### src/source/mem_macros.svh
// Memory system sizes
// Address and data widths, cache geometry, memory latency and the
// cycle bound used by the controller checks
`ifndef MEM_MACROS_SVH
`define MEM_MACROS_SVH

// Byte address and data word
`define ADDR_W 16
`define DATA_W 16

// Address split: index [15:8], tag [7:3], word offset [2:1], byte [0]
`define TAG_W 5
`define INDEX_W 8
`define OFFSET_W 2
`define LINE_WORDS 4

// Pipelined read latency of the banked memory
`define MEM_LATENCY 2

// Longest stall allowed for one request
`define MISS_TIMEOUT 32

`endif

### src/source/ctrl_types_pkg.sv
// Cache controller types
// FSM states and the kind of access held across a miss
package ctrl_types_pkg;

   // Miss handling sequence
   typedef enum logic [2:0] {
      IDLE,
      LOOKUP,
      WRITEBACK,
      FILL,
      RETRY,
      RESPOND
   } ctrl_state_t;

   // Latched request kind
   typedef enum logic {
      ACC_READ,
      ACC_WRITE
   } access_t;

endpackage

### src/source/mem_types_pkg.sv
// Memory system data types
// Vector types for addresses, data words and the cache address fields
`include "mem_macros.svh"

package mem_types_pkg;

   // Byte address into main memory
   typedef logic [`ADDR_W-1:0] addr_t;

   // One data word
   typedef logic [`DATA_W-1:0] data_t;

   // Line tag kept beside each cache line
   typedef logic [`TAG_W-1:0] tag_t;

   // Cache line number
   typedef logic [`INDEX_W-1:0] index_t;

   // Word within a line, also the memory bank number
   typedef logic [`OFFSET_W-1:0] offset_t;

endpackage

### src/source/mem_bus_if.sv
// Controller to memory bus
// Address, write data and strobes toward the banks, read data and
// its valid flag back to the controller
`timescale 1ns/1ps

interface mem_bus_if import mem_types_pkg::*; ();

   addr_t mem_addr;
   data_t mem_wdata;
   logic  mem_wr;
   logic  mem_rd;

   // Returned MEM_LATENCY cycles after mem_rd
   data_t mem_rdata;
   logic  mem_rvalid;

   modport ctrl (
      output mem_addr, mem_wdata, mem_wr, mem_rd,
      input  mem_rdata, mem_rvalid
   );

   modport mem (
      input  mem_addr, mem_wdata, mem_wr, mem_rd,
      output mem_rdata, mem_rvalid
   );

endinterface

### src/source/cache_ctrl.sv
// Cache controller
// Latches one word request and flags bad requests
// On a miss writes back a dirty victim, fills the line and retries
`timescale 1ns/1ps
`include "mem_macros.svh"

module cache_ctrl import mem_types_pkg::*, ctrl_types_pkg::*; (
   input  logic    clk,
   input  logic    rst,
   input  addr_t   addr,
   input  data_t   data_in,
   input  logic    rd,
   input  logic    wr,
   output data_t   data_out,
   output logic    done,
   output logic    stall,
   output logic    cache_hit,
   output logic    err,
   output logic    enable,
   output logic    comp,
   output logic    write,
   output logic    valid_in,
   output index_t  index,
   output tag_t    tag_in,
   output offset_t offset,
   output data_t   wdata,
   input  logic    hit,
   input  logic    dirty,
   input  tag_t    tag_out,
   input  data_t   rdata,
   mem_bus_if.ctrl bus
);

   ctrl_state_t state;
   ctrl_state_t next_state;

   // Request held for the whole miss
   addr_t   req_addr;
   data_t   req_data;
   access_t req_kind;
   logic    req_err;
   logic    accept;

   index_t  req_index;
   tag_t    req_tag;
   offset_t req_offset;
   logic    acc_write;

   // Issue counter for write-back words and fill reads
   logic [`OFFSET_W:0] issue_cnt;
   // Install counter for returning fill words
   logic [`OFFSET_W:0] fill_cnt;

   logic  first_hit;
   data_t rdata_q;

   assign accept     = (state == IDLE) && (rd || wr);
   assign req_index  = req_addr[`ADDR_W-1 -: `INDEX_W];
   assign req_tag    = req_addr[`TAG_W+`OFFSET_W -: `TAG_W];
   assign req_offset = req_addr[`OFFSET_W:1];
   assign acc_write  = (req_kind == ACC_WRITE);

   always_ff @(posedge clk) begin
      if (accept) begin
         req_addr <= addr;
         req_data <= data_in;
         req_kind <= wr ? ACC_WRITE : ACC_READ;
      end
      // Read data captured on the hit that answers the request
      if ((state == LOOKUP || state == RETRY) && hit) begin
         rdata_q <= rdata;
      end
   end

   always_ff @(posedge clk) begin
      if (rst) begin
         state     <= IDLE;
         req_err   <= 1'b0;
         first_hit <= 1'b0;
         issue_cnt <= '0;
         fill_cnt  <= '0;
      end else begin
         state <= next_state;
         // Odd address or read with write
         if (accept) begin
            req_err <= addr[0] || (rd && wr);
         end
         // Only the first lookup decides cache_hit
         if (state == LOOKUP) begin
            first_hit <= hit;
         end
         case (state)
            WRITEBACK: begin
               if (issue_cnt == `LINE_WORDS-1) begin
                  issue_cnt <= '0;
               end else begin
                  issue_cnt <= issue_cnt + 1'b1;
               end
            end
            FILL: begin
               if (issue_cnt != `LINE_WORDS) begin
                  issue_cnt <= issue_cnt + 1'b1;
               end
            end
            default: issue_cnt <= '0;
         endcase
         if (state != FILL) begin
            fill_cnt <= '0;
         end else if (bus.mem_rvalid) begin
            fill_cnt <= fill_cnt + 1'b1;
         end
      end
   end

   always_comb begin
      next_state    = state;
      enable        = 1'b0;
      comp          = 1'b0;
      write         = 1'b0;
      valid_in      = 1'b0;
      index         = req_index;
      tag_in        = req_tag;
      offset        = req_offset;
      wdata         = req_data;
      bus.mem_addr  = {req_index, req_tag, issue_cnt[`OFFSET_W-1:0], 1'b0};
      bus.mem_wdata = rdata;
      bus.mem_wr    = 1'b0;
      bus.mem_rd    = 1'b0;
      case (state)
         IDLE: begin
            if (rd || wr) begin
               next_state = LOOKUP;
            end
         end
         LOOKUP: begin
            // Bad requests leave the cache alone
            enable = !req_err;
            comp   = 1'b1;
            write  = acc_write && hit;
            if (req_err || hit) begin
               next_state = RESPOND;
            end else if (dirty) begin
               next_state = WRITEBACK;
            end else begin
               next_state = FILL;
            end
         end
         WRITEBACK: begin
            // Victim word goes back under its old tag
            enable       = 1'b1;
            offset       = issue_cnt[`OFFSET_W-1:0];
            bus.mem_addr = {req_index, tag_out, issue_cnt[`OFFSET_W-1:0], 1'b0};
            bus.mem_wr   = 1'b1;
            if (issue_cnt == `LINE_WORDS-1) begin
               next_state = FILL;
            end
         end
         FILL: begin
            // One read per cycle, one bank each
            bus.mem_rd = (issue_cnt != `LINE_WORDS);
            enable     = bus.mem_rvalid;
            write      = bus.mem_rvalid;
            valid_in   = 1'b1;
            offset     = fill_cnt[`OFFSET_W-1:0];
            wdata      = bus.mem_rdata;
            if (fill_cnt == `LINE_WORDS) begin
               next_state = RETRY;
            end
         end
         RETRY: begin
            enable     = 1'b1;
            comp       = 1'b1;
            write      = acc_write && hit;
            next_state = RESPOND;
         end
         default: next_state = IDLE;
      endcase
   end

   assign stall     = (state != IDLE);
   assign done      = (state == RESPOND);
   assign cache_hit = done && first_hit;
   assign err       = done && req_err;
   assign data_out  = rdata_q;

   // Done only answers a request taken earlier
   a_done_latched: assert property (@(posedge clk) disable iff (rst)
      done |-> $past(stall) && !$past(done));

   a_stall_bound: assert property (@(posedge clk) disable iff (rst)
      $rose(stall) |-> ##[1:`MISS_TIMEOUT] !stall);

   a_bus_excl: assert property (@(posedge clk) disable iff (rst)
      !(bus.mem_rd && bus.mem_wr));

endmodule

### src/flat_wrapper.sv
// flat-port wrapper written by rule: the top's interface ports become plain ports
module cache_ctrl_flat import mem_types_pkg::*, ctrl_types_pkg::*;
  (clk, rst, addr, data_in, rd, wr, data_out, done, stall, cache_hit, err, enable, comp, write, valid_in, index, tag_in, offset, wdata, hit, dirty, tag_out, rdata, bus_mem_addr, bus_mem_wdata, bus_mem_wr, bus_mem_rd, bus_mem_rdata, bus_mem_rvalid);
  mem_bus_if bus_i ();
  input  logic clk;
  input  logic rst;
  input  addr_t addr;
  input  data_t data_in;
  input  logic rd;
  input  logic wr;
  output data_t data_out;
  output logic done;
  output logic stall;
  output logic cache_hit;
  output logic err;
  output logic enable;
  output logic comp;
  output logic write;
  output logic valid_in;
  output index_t index;
  output tag_t tag_in;
  output offset_t offset;
  output data_t wdata;
  input  logic hit;
  input  logic dirty;
  input  tag_t tag_out;
  input  data_t rdata;
  output wire logic [$bits(bus_i.mem_addr)-1:0] bus_mem_addr;
  output wire logic [$bits(bus_i.mem_wdata)-1:0] bus_mem_wdata;
  output wire logic [$bits(bus_i.mem_wr)-1:0] bus_mem_wr;
  output wire logic [$bits(bus_i.mem_rd)-1:0] bus_mem_rd;
  input wire logic [$bits(bus_i.mem_rdata)-1:0] bus_mem_rdata;
  input wire logic [$bits(bus_i.mem_rvalid)-1:0] bus_mem_rvalid;
  assign bus_mem_addr = bus_i.mem_addr;
  assign bus_mem_wdata = bus_i.mem_wdata;
  assign bus_mem_wr = bus_i.mem_wr;
  assign bus_mem_rd = bus_i.mem_rd;
  assign bus_i.mem_rdata = bus_mem_rdata;
  assign bus_i.mem_rvalid = bus_mem_rvalid;
  cache_ctrl u_core (.clk(clk), .rst(rst), .addr(addr), .data_in(data_in), .rd(rd), .wr(wr), .data_out(data_out), .done(done), .stall(stall), .cache_hit(cache_hit), .err(err), .enable(enable), .comp(comp), .write(write), .valid_in(valid_in), .index(index), .tag_in(tag_in), .offset(offset), .wdata(wdata), .hit(hit), .dirty(dirty), .tag_out(tag_out), .rdata(rdata), .bus(bus_i));
endmodule
### config.mk
export PLATFORM = sky130hd
export DESIGN_NAME = cache_ctrl_flat
export DESIGN_NICKNAME = d
export VERILOG_FILES = /design/src/source/ctrl_types_pkg.sv /design/src/source/mem_types_pkg.sv /design/src/source/mem_bus_if.sv /design/src/source/cache_ctrl.sv /design/src/flat_wrapper.sv
export VERILOG_INCLUDE_DIRS = /design/src /design/src/source
export SDC_FILE = /design/constraint.sdc
export NUM_CORES = 1
export LEC_CHECK = 0
export ABC_AREA = 1
export BUFFER_PORTS_ARGS = -buffer_cell sky130_fd_sc_hd__buf_2
export CORE_MARGIN = 2
export CORE_UTILIZATION = 47
export DETAILED_ROUTE_END_ITERATION = 8
export PLACE_DENSITY = 0.95
export SYNTH_ARGS = -nofsm -noshare
export SYNTH_HDL_FRONTEND = slang
export SYNTH_SLANG_ARGS = --single-unit
### constraint.sdc
create_clock -name clk -period 3.8 [get_ports clk]
set_input_delay 0.57 -clock clk [delete_from_list [all_inputs] [get_ports clk]]
set_output_delay 0.57 -clock clk [all_outputs]
set_load 0.02 [all_outputs]
==> results.py, run 1 <==
metrics = {
    "clock_tree": {
        "ctsResizeCount": 0,
        "h-tree-depth": 3,
        "cts_tree": "done",
        "cts_buffers": 9,
        "path_clk_slew_ns": 0.07,
        "insertion_delay_ns": 0.32,
        "cts_root_buffer": "clkbuf_8",
        "clockBufferDepth": 2,
        "holdBufCountCts": 0,
        "cts_setup_buffers": 0,
        "clkSinkCount": 59,
    },
    "place": {
        "place_area_sq_mm": 0.00337,
        "gp_congestion": 0.836,
        "portBuffers": 163,
        "dp_slack_ns": 1.51,
        "hpwl_mm": 5.09,
    },
    "timing": {
        "period_share": 0.695,
        "slew_headroom": 0.454,
        "rsz0062_at_grt": "false",
        "layout_setup_ws_ns": 1.16,
        "hold_viol": 0,
        "tightest_slew_ns": 0.818,
        "hold_ws_ns": 0.411,
        "fin_setup_tns_ns": 0,
        "period_minus_slack_ns": 2.64,
        "setup_viol": 0,
        "finalClockSkew_ns": 0.00739,
        "report.final.slew_viol_count": 0,
        "fmax_mhz": 379,
    },
    "floorplan": {
        "rows": 28,
        "die_x_microns": 81.1,
        "die_h_microns": 81.1,
        "core-area_sq_mm": 0.00582,
        "io_pins": 165,
        "initial_utilization": 0.480,
        "die-area_sq_mm": 0.00657,
    },
    "power_and_ir_drop": {
        "p_leak_uw": 0.00179,
        "p_per_area_mw_per_mm2": 821,
        "peakVddDrop_mv": 0.457,
        "p_total_uw": 2940,
    },
    "final_layout": {
        "fill_cells": 504,
        "area_growth_pct": 28.2,
        "stdcell_area_sq_mm": 0.00358,
        "drive_gt1_frac": 0.469,
        "fin_nets": 486,
        "num_antenna_cells": 0,
    },
    "grt": {
        "grt_pass1_vias": 2094,
        "grt.overflow.total": 0,
        "grtUsageTotal": 0.198,
        "antenna_found_initial": 0,
        "grt_start_max_net_pins": 22,
        "grt_pass1_wl_mm": 9.77,
    },
    "synthesis": {
        "synth_xor_area_frac": 0.00628,
        "syn_nets": 354,
        "synth_top_family_by_area": "simple AND/OR/NAND/NOR gates",
        "synth_top_area_share": 0.517,
        "synth_area_sq_mm": 0.00279,
        "synthMuxAreaShare": 0,
        "synth_compound_area_frac": 0.0395,
        "synth_async_sr_flop_share": 0,
        "synth_area_per_cell_sq_um": 10.3,
        "synthFlopType": "edfxtp_1",
        "yosysSeqAreaShare": 0.596,
        "yosys-top-cells-area": "edfxtp_1, nand2_1, buf_4",
        "synthSimpleGateAreaFrac": 0.175,
        "syn_inst": 272,
        "synth-seq-cells": 59,
        "synthAdderAreaFrac": 0.0269,
        "synth_cell_type_count": 25,
        "yosys.area.top_type": "edfxtp_1",
        "ys_warn_count": 0,
        "synthMostInstantiatedCell": "nand2_1",
        "synth-edff-count": 48,
        "ys_top_cells_by_count": "nand2_1, edfxtp_1, buf_4",
    },
    "hold_path": {
        "min_delay_path_depth": 1,
        "holdCritPathClass": "input pin to flip-flop",
        "hold_start": "data_in[2]",
        "holdPathEnd": "u_core.req_data[2]$_DFFE_PP_",
    },
    "worst_setup_path": {
        "r2r_start": "u_core.state[1]$_SDFFE_PP0P_",
        "cp.arrival_ns": 2.07,
        "r2r_slack_ns": 1.59,
        "cp.required_ns": 3.23,
        "critical_path.max_fanout": 21,
        "critical_path_class": "flip-flop to output port",
        "crit_path_start_kind": "flip-flop",
        "r2r_cells": 6,
        "cp-end-kind": "output port",
        "crit_path_start": "u_core.state[1]$_SDFFE_PP0P_",
        "r2r_end": "u_core.req_addr[9]$_DFFE_PP_",
    },
    "detailed_routing": {
        "route.vias.total": 2270,
        "ant_nets": 0,
        "avgRoutedWirePerCell_microns": 13.6,
        "viasPerCell": 4.69,
        "dr.first_iter.drc_count": 125,
        "drt_first_pass_iters": 4,
        "drt-total-wl_mm": 6.60,
        "drc_errors": 0,
    },
    "flow_run": {
        "cap_violations": 0,
    },
    "run_status": {
        "outcome": "finished, final reports clean",
    },
}
==> worst max path at each step <==
stage	to	cells after the start
CTS	enable	5
detailed placement	enable	5
global placement	enable	5
floorplan	write	6
global route	enable	5
finish	enable	5
==> routing by layer <==
layer | wire [microns] | global-route usage
met5 | 0 | 0
met4 | 163 | 0.0881
met3 | 304 | 0.0411
met2 | 3580 | 0.334
met1 | 2550 | 0.245
==> critical path: stages (launching register included) <==
cell       delay (ns)
dfxtp_1          0.43
inv_2            0.12
nor2_2           0.66
nand2_1          0.22
o2111ai_1        0.13
buf_2            0.19
==> registers in the layout, indices dropped and copies added, names as in the netlist, 3 cells and up <==
name,count
u_core.req_addr,15
u_core.state,3
u_core.data_out,16
u_core.issue_cnt,3
u_core.req_data,16
u_core.fill_cnt,3
==> power by group <==
group	leakage (uW)	total, uW	switching (uW)	internal, uW
Clock	0.000103	608	241	367
Combinational	0.00114	1280	903	375
Sequential	0.000546	1050	83.4	967
==> cells in the final DEF (no fill, tap or decap), drive strengths merged <==
cell / count
bufinv: 2
nand2: 95
edfxtp: 48
o21ai: 5
a21boi: 2
o2111ai: 1
dfxtp: 11
o221ai: 2
nor2: 17
clkinvlp: 1
clkinv: 2
ha: 6
conb: 1
nand3: 5
a21oi: 8
xnor2: 2
clkbuf: 11
inv: 23
buf: 165
nor3: 2
==> kinds of logic after synthesis <==
| group | after synthesis |
|---|---|
| compound gates | 18 |
| xor+xnor | 2 |
| fa+ha+maj | 6 |
| buf+inv | 67 |
| flops | 59 |
| other cells | 1 |
| simple gates | 119 |
==> per-stage QoR <==
step,cells,utilization
after floorplan,272,-
after global placement,468,0.579
after detailed placement,468,0.579
after CTS,484,0.615
after global routing,484,0.615
final,484,0.615
==> area by class of cell <==
cell class | instances | area, sq um | share of cell area
Clock buffer | 11 | 131 | 0.0367
Tap cell | 75 | 93.8 | 0.0262
Inverter | 23 | 86.3 | 0.0241
Multi-Input combinational cell | 146 | 694 | 0.194
Timing Repair Buffer | 165 | 831 | 0.232
Sequential cell | 59 | 1660 | 0.465
Clock inverter | 5 | 77.6 | 0.0217
Note: power is estimated with default switching activity, not from simulation.
==> run 2, diff against run 1 <==
--- a/config.mk
+++ b/config.mk
@@ -9,9 +9,9 @@
 export ABC_AREA = 1
 export BUFFER_PORTS_ARGS = -buffer_cell sky130_fd_sc_hd__buf_2
 export CORE_MARGIN = 2
-export CORE_UTILIZATION = 47
+export CORE_UTILIZATION = 44
 export DETAILED_ROUTE_END_ITERATION = 8
-export PLACE_DENSITY = 0.95
+export PLACE_DENSITY = 0.92
 export SYNTH_ARGS = -nofsm -noshare
 export SYNTH_HDL_FRONTEND = slang
 export SYNTH_SLANG_ARGS = --single-unit
==> constraint.sdc (replaced) <==
create_clock -name clk -period 2.45 [get_ports clk]
set_input_delay 0.3675 -clock clk [delete_from_list [all_inputs] [get_ports clk]]
set_output_delay 0.3675 -clock clk [all_outputs]
set_load 0.02 [all_outputs]
==> run 2 against run 1 <==
Net effect: critical endpoint is now offset[1]; core utilization decreased by 4.5 points; die area increased by 6.5%; highest routed layer unchanged; sequential share of layout area increased by 0.23 points; largest cell class unchanged; clock skew increased by 0.0012 ns; combinational power increased by 55%.
==> results.py, run 2 (synthesis gave the netlist of run 1 again) <==
metrics = {
    "run_status": {
        "outcome": "finished, final reports clean",
    },
    "grt": {
        "grt_start_max_net_pins": 34,
        "grt_pass1_vias": 2156,
        "grtUsageTotal": 0.181,
        "grt_pass1_wl_mm": 9.76,
        "grt.overflow.total": 0,
        "antenna_found_initial": 0,
    },
    "clock_tree": {
        "clkSinkCount": 59,
        "cts_root_buffer": "clkbuf_8",
        "insertion_delay_ns": 0.33,
        "ctsResizeCount": 0,
        "cts_tree": "done",
        "path_clk_slew_ns": 0.06,
        "cts_buffers": 9,
        "clockBufferDepth": 2,
        "holdBufCountCts": 0,
        "h-tree-depth": 3,
        "cts_setup_buffers": 0,
    },
    "power_and_ir_drop": {
        "p_per_area_mw_per_mm2": 1240,
        "p_total_uw": 4420,
        "peakVddDrop_mv": 0.903,
        "p_leak_uw": 0.00177,
    },
    "worst_setup_path": {
        "critical_path.max_fanout": 21,
        "cp.required_ns": 2.08,
        "critical_path_class": "flip-flop to output port",
        "cp.arrival_ns": 1.75,
        "r2r_slack_ns": 0.74,
        "cp-end-kind": "output port",
        "crit_end": "offset[1]",
        "r2r_cells": 6,
        "crit_path_start_kind": "flip-flop",
        "crit_path_start": "u_core.state[0]$_SDFFE_PP0P_",
        "r2r_start": "u_core.state[1]$_SDFFE_PP0P_",
        "r2r_end": "u_core.req_addr[7]$_DFFE_PP_",
    },
    "final_layout": {
        "layout_common_cells": "buf_2, nand2_1, edfxtp_1, inv_1, nor2_1",
        "final_common_cell": "buf_2",
        "num_antenna_cells": 0,
        "area_growth_pct": 27.5,
        "drive_gt1_frac": 0.469,
        "fin_nets": 487,
    },
    "place": {
        "gp_congestion": 0.965,
        "hpwl_mm": 5.02,
        "portBuffers": 163,
    },
    "floorplan": {
        "die_h_microns": 83.6,
        "die-area_sq_mm": 0.00699,
        "core-area_sq_mm": 0.00624,
        "rows": 29,
        "initial_utilization": 0.447,
        "io_pins": 165,
        "die_x_microns": 83.6,
    },
    "detailed_routing": {
        "dr.first_iter.drc_count": 104,
        "drt-total-wl_mm": 6.41,
        "drt_first_pass_iters": 4,
        "ant_nets": 0,
        "avgRoutedWirePerCell_microns": 13.2,
        "route.vias.total": 2283,
        "viasPerCell": 4.70,
        "drc_errors": 0,
    },
    "timing": {
        "fin_setup_tns_ns": 0,
        "hold_viol": 0,
        "report.final.slew_viol_count": 0,
        "setup_viol": 0,
        "rsz0062_at_grt": "false",
        "hold_ws_ns": 0.207,
        "fmax_mhz": 472,
        "finalClockSkew_ns": 0.00855,
        "period_minus_slack_ns": 2.12,
        "period_share": 0.865,
    },
    "flow_run": {
        "cap_violations": 0,
    },
    "hold_path": {
        "holdCritPathClass": "input pin to flip-flop",
    },
}
-- run 2: layout make-up --
| class | count | area (sq um) |
|---|---|---|
| clock buffers | 9 | 124 |
| clock inverters | 6 | 57.6 |
| fillers | 547 | 2680 |
| inverters | 23 | 86.3 |
| multi-input cells | 146 | 694 |
| flip-flops and latches | 59 | 1660 |
| well taps | 77 | 96.3 |
| repair buffers | 166 | 838 |
-- run 2: worst min-delay path by stage --
stage,slack [ns],from,to,cells past startpoint
floorplan,0.43,u_core.first_hit$_SDFFE_PP0N_,u_core.first_hit$_SDFFE_PP0N_,2
global placement,0.44,u_core.first_hit$_SDFFE_PP0N_,u_core.first_hit$_SDFFE_PP0N_,2
detailed placement,0.45,u_core.first_hit$_SDFFE_PP0N_,u_core.first_hit$_SDFFE_PP0N_,2
CTS,0.19,addr[12],u_core.req_addr[12]$_DFFE_PP_,1
global route,0.18,addr[12],u_core.req_addr[12]$_DFFE_PP_,1
finish,0.21,addr[12],u_core.req_addr[12]$_DFFE_PP_,1
-- run 2: worst max-delay path: stages (launching register included) --
cell	delay, ns
dfxtp_1	0.39
inv_2	0.09
nor2_2	0.15
nand2_2	0.29
o221ai_1	0.29
buf_2	0.21
-- run 2: routing by layer --
layer	vias to the layer above	GRT usage	routed length [microns]
li1	1099	-	-
met5	-	0	0
met3	16	0.0722	722
met4	0	0.0850	150
met1	1023	0.204	2360
met2	145	0.300	3170
-- run 2: report_power, final --
group / total, uW / internal, uW / switching [uW]
logic: 1980 / 584 / 1400
clock network: 813 / 454 / 359
registers: 1630 / 1500 / 127
-- run 2: metrics by stage --
step / cell area (sq um) / setup slack [ns] / cells / util
final: 3560 / 0.332 / 486 / 0.570
after global routing: 3560 / 0.194 / 486 / 0.570
after CTS: 3560 / 0.340 / 486 / 0.570
after detailed placement: 3380 / 0.703 / 471 / 0.541
after global placement: 3380 / 0.816 / 471 / 0.541
after floorplan: 2790 / 0.566 / 272 / -
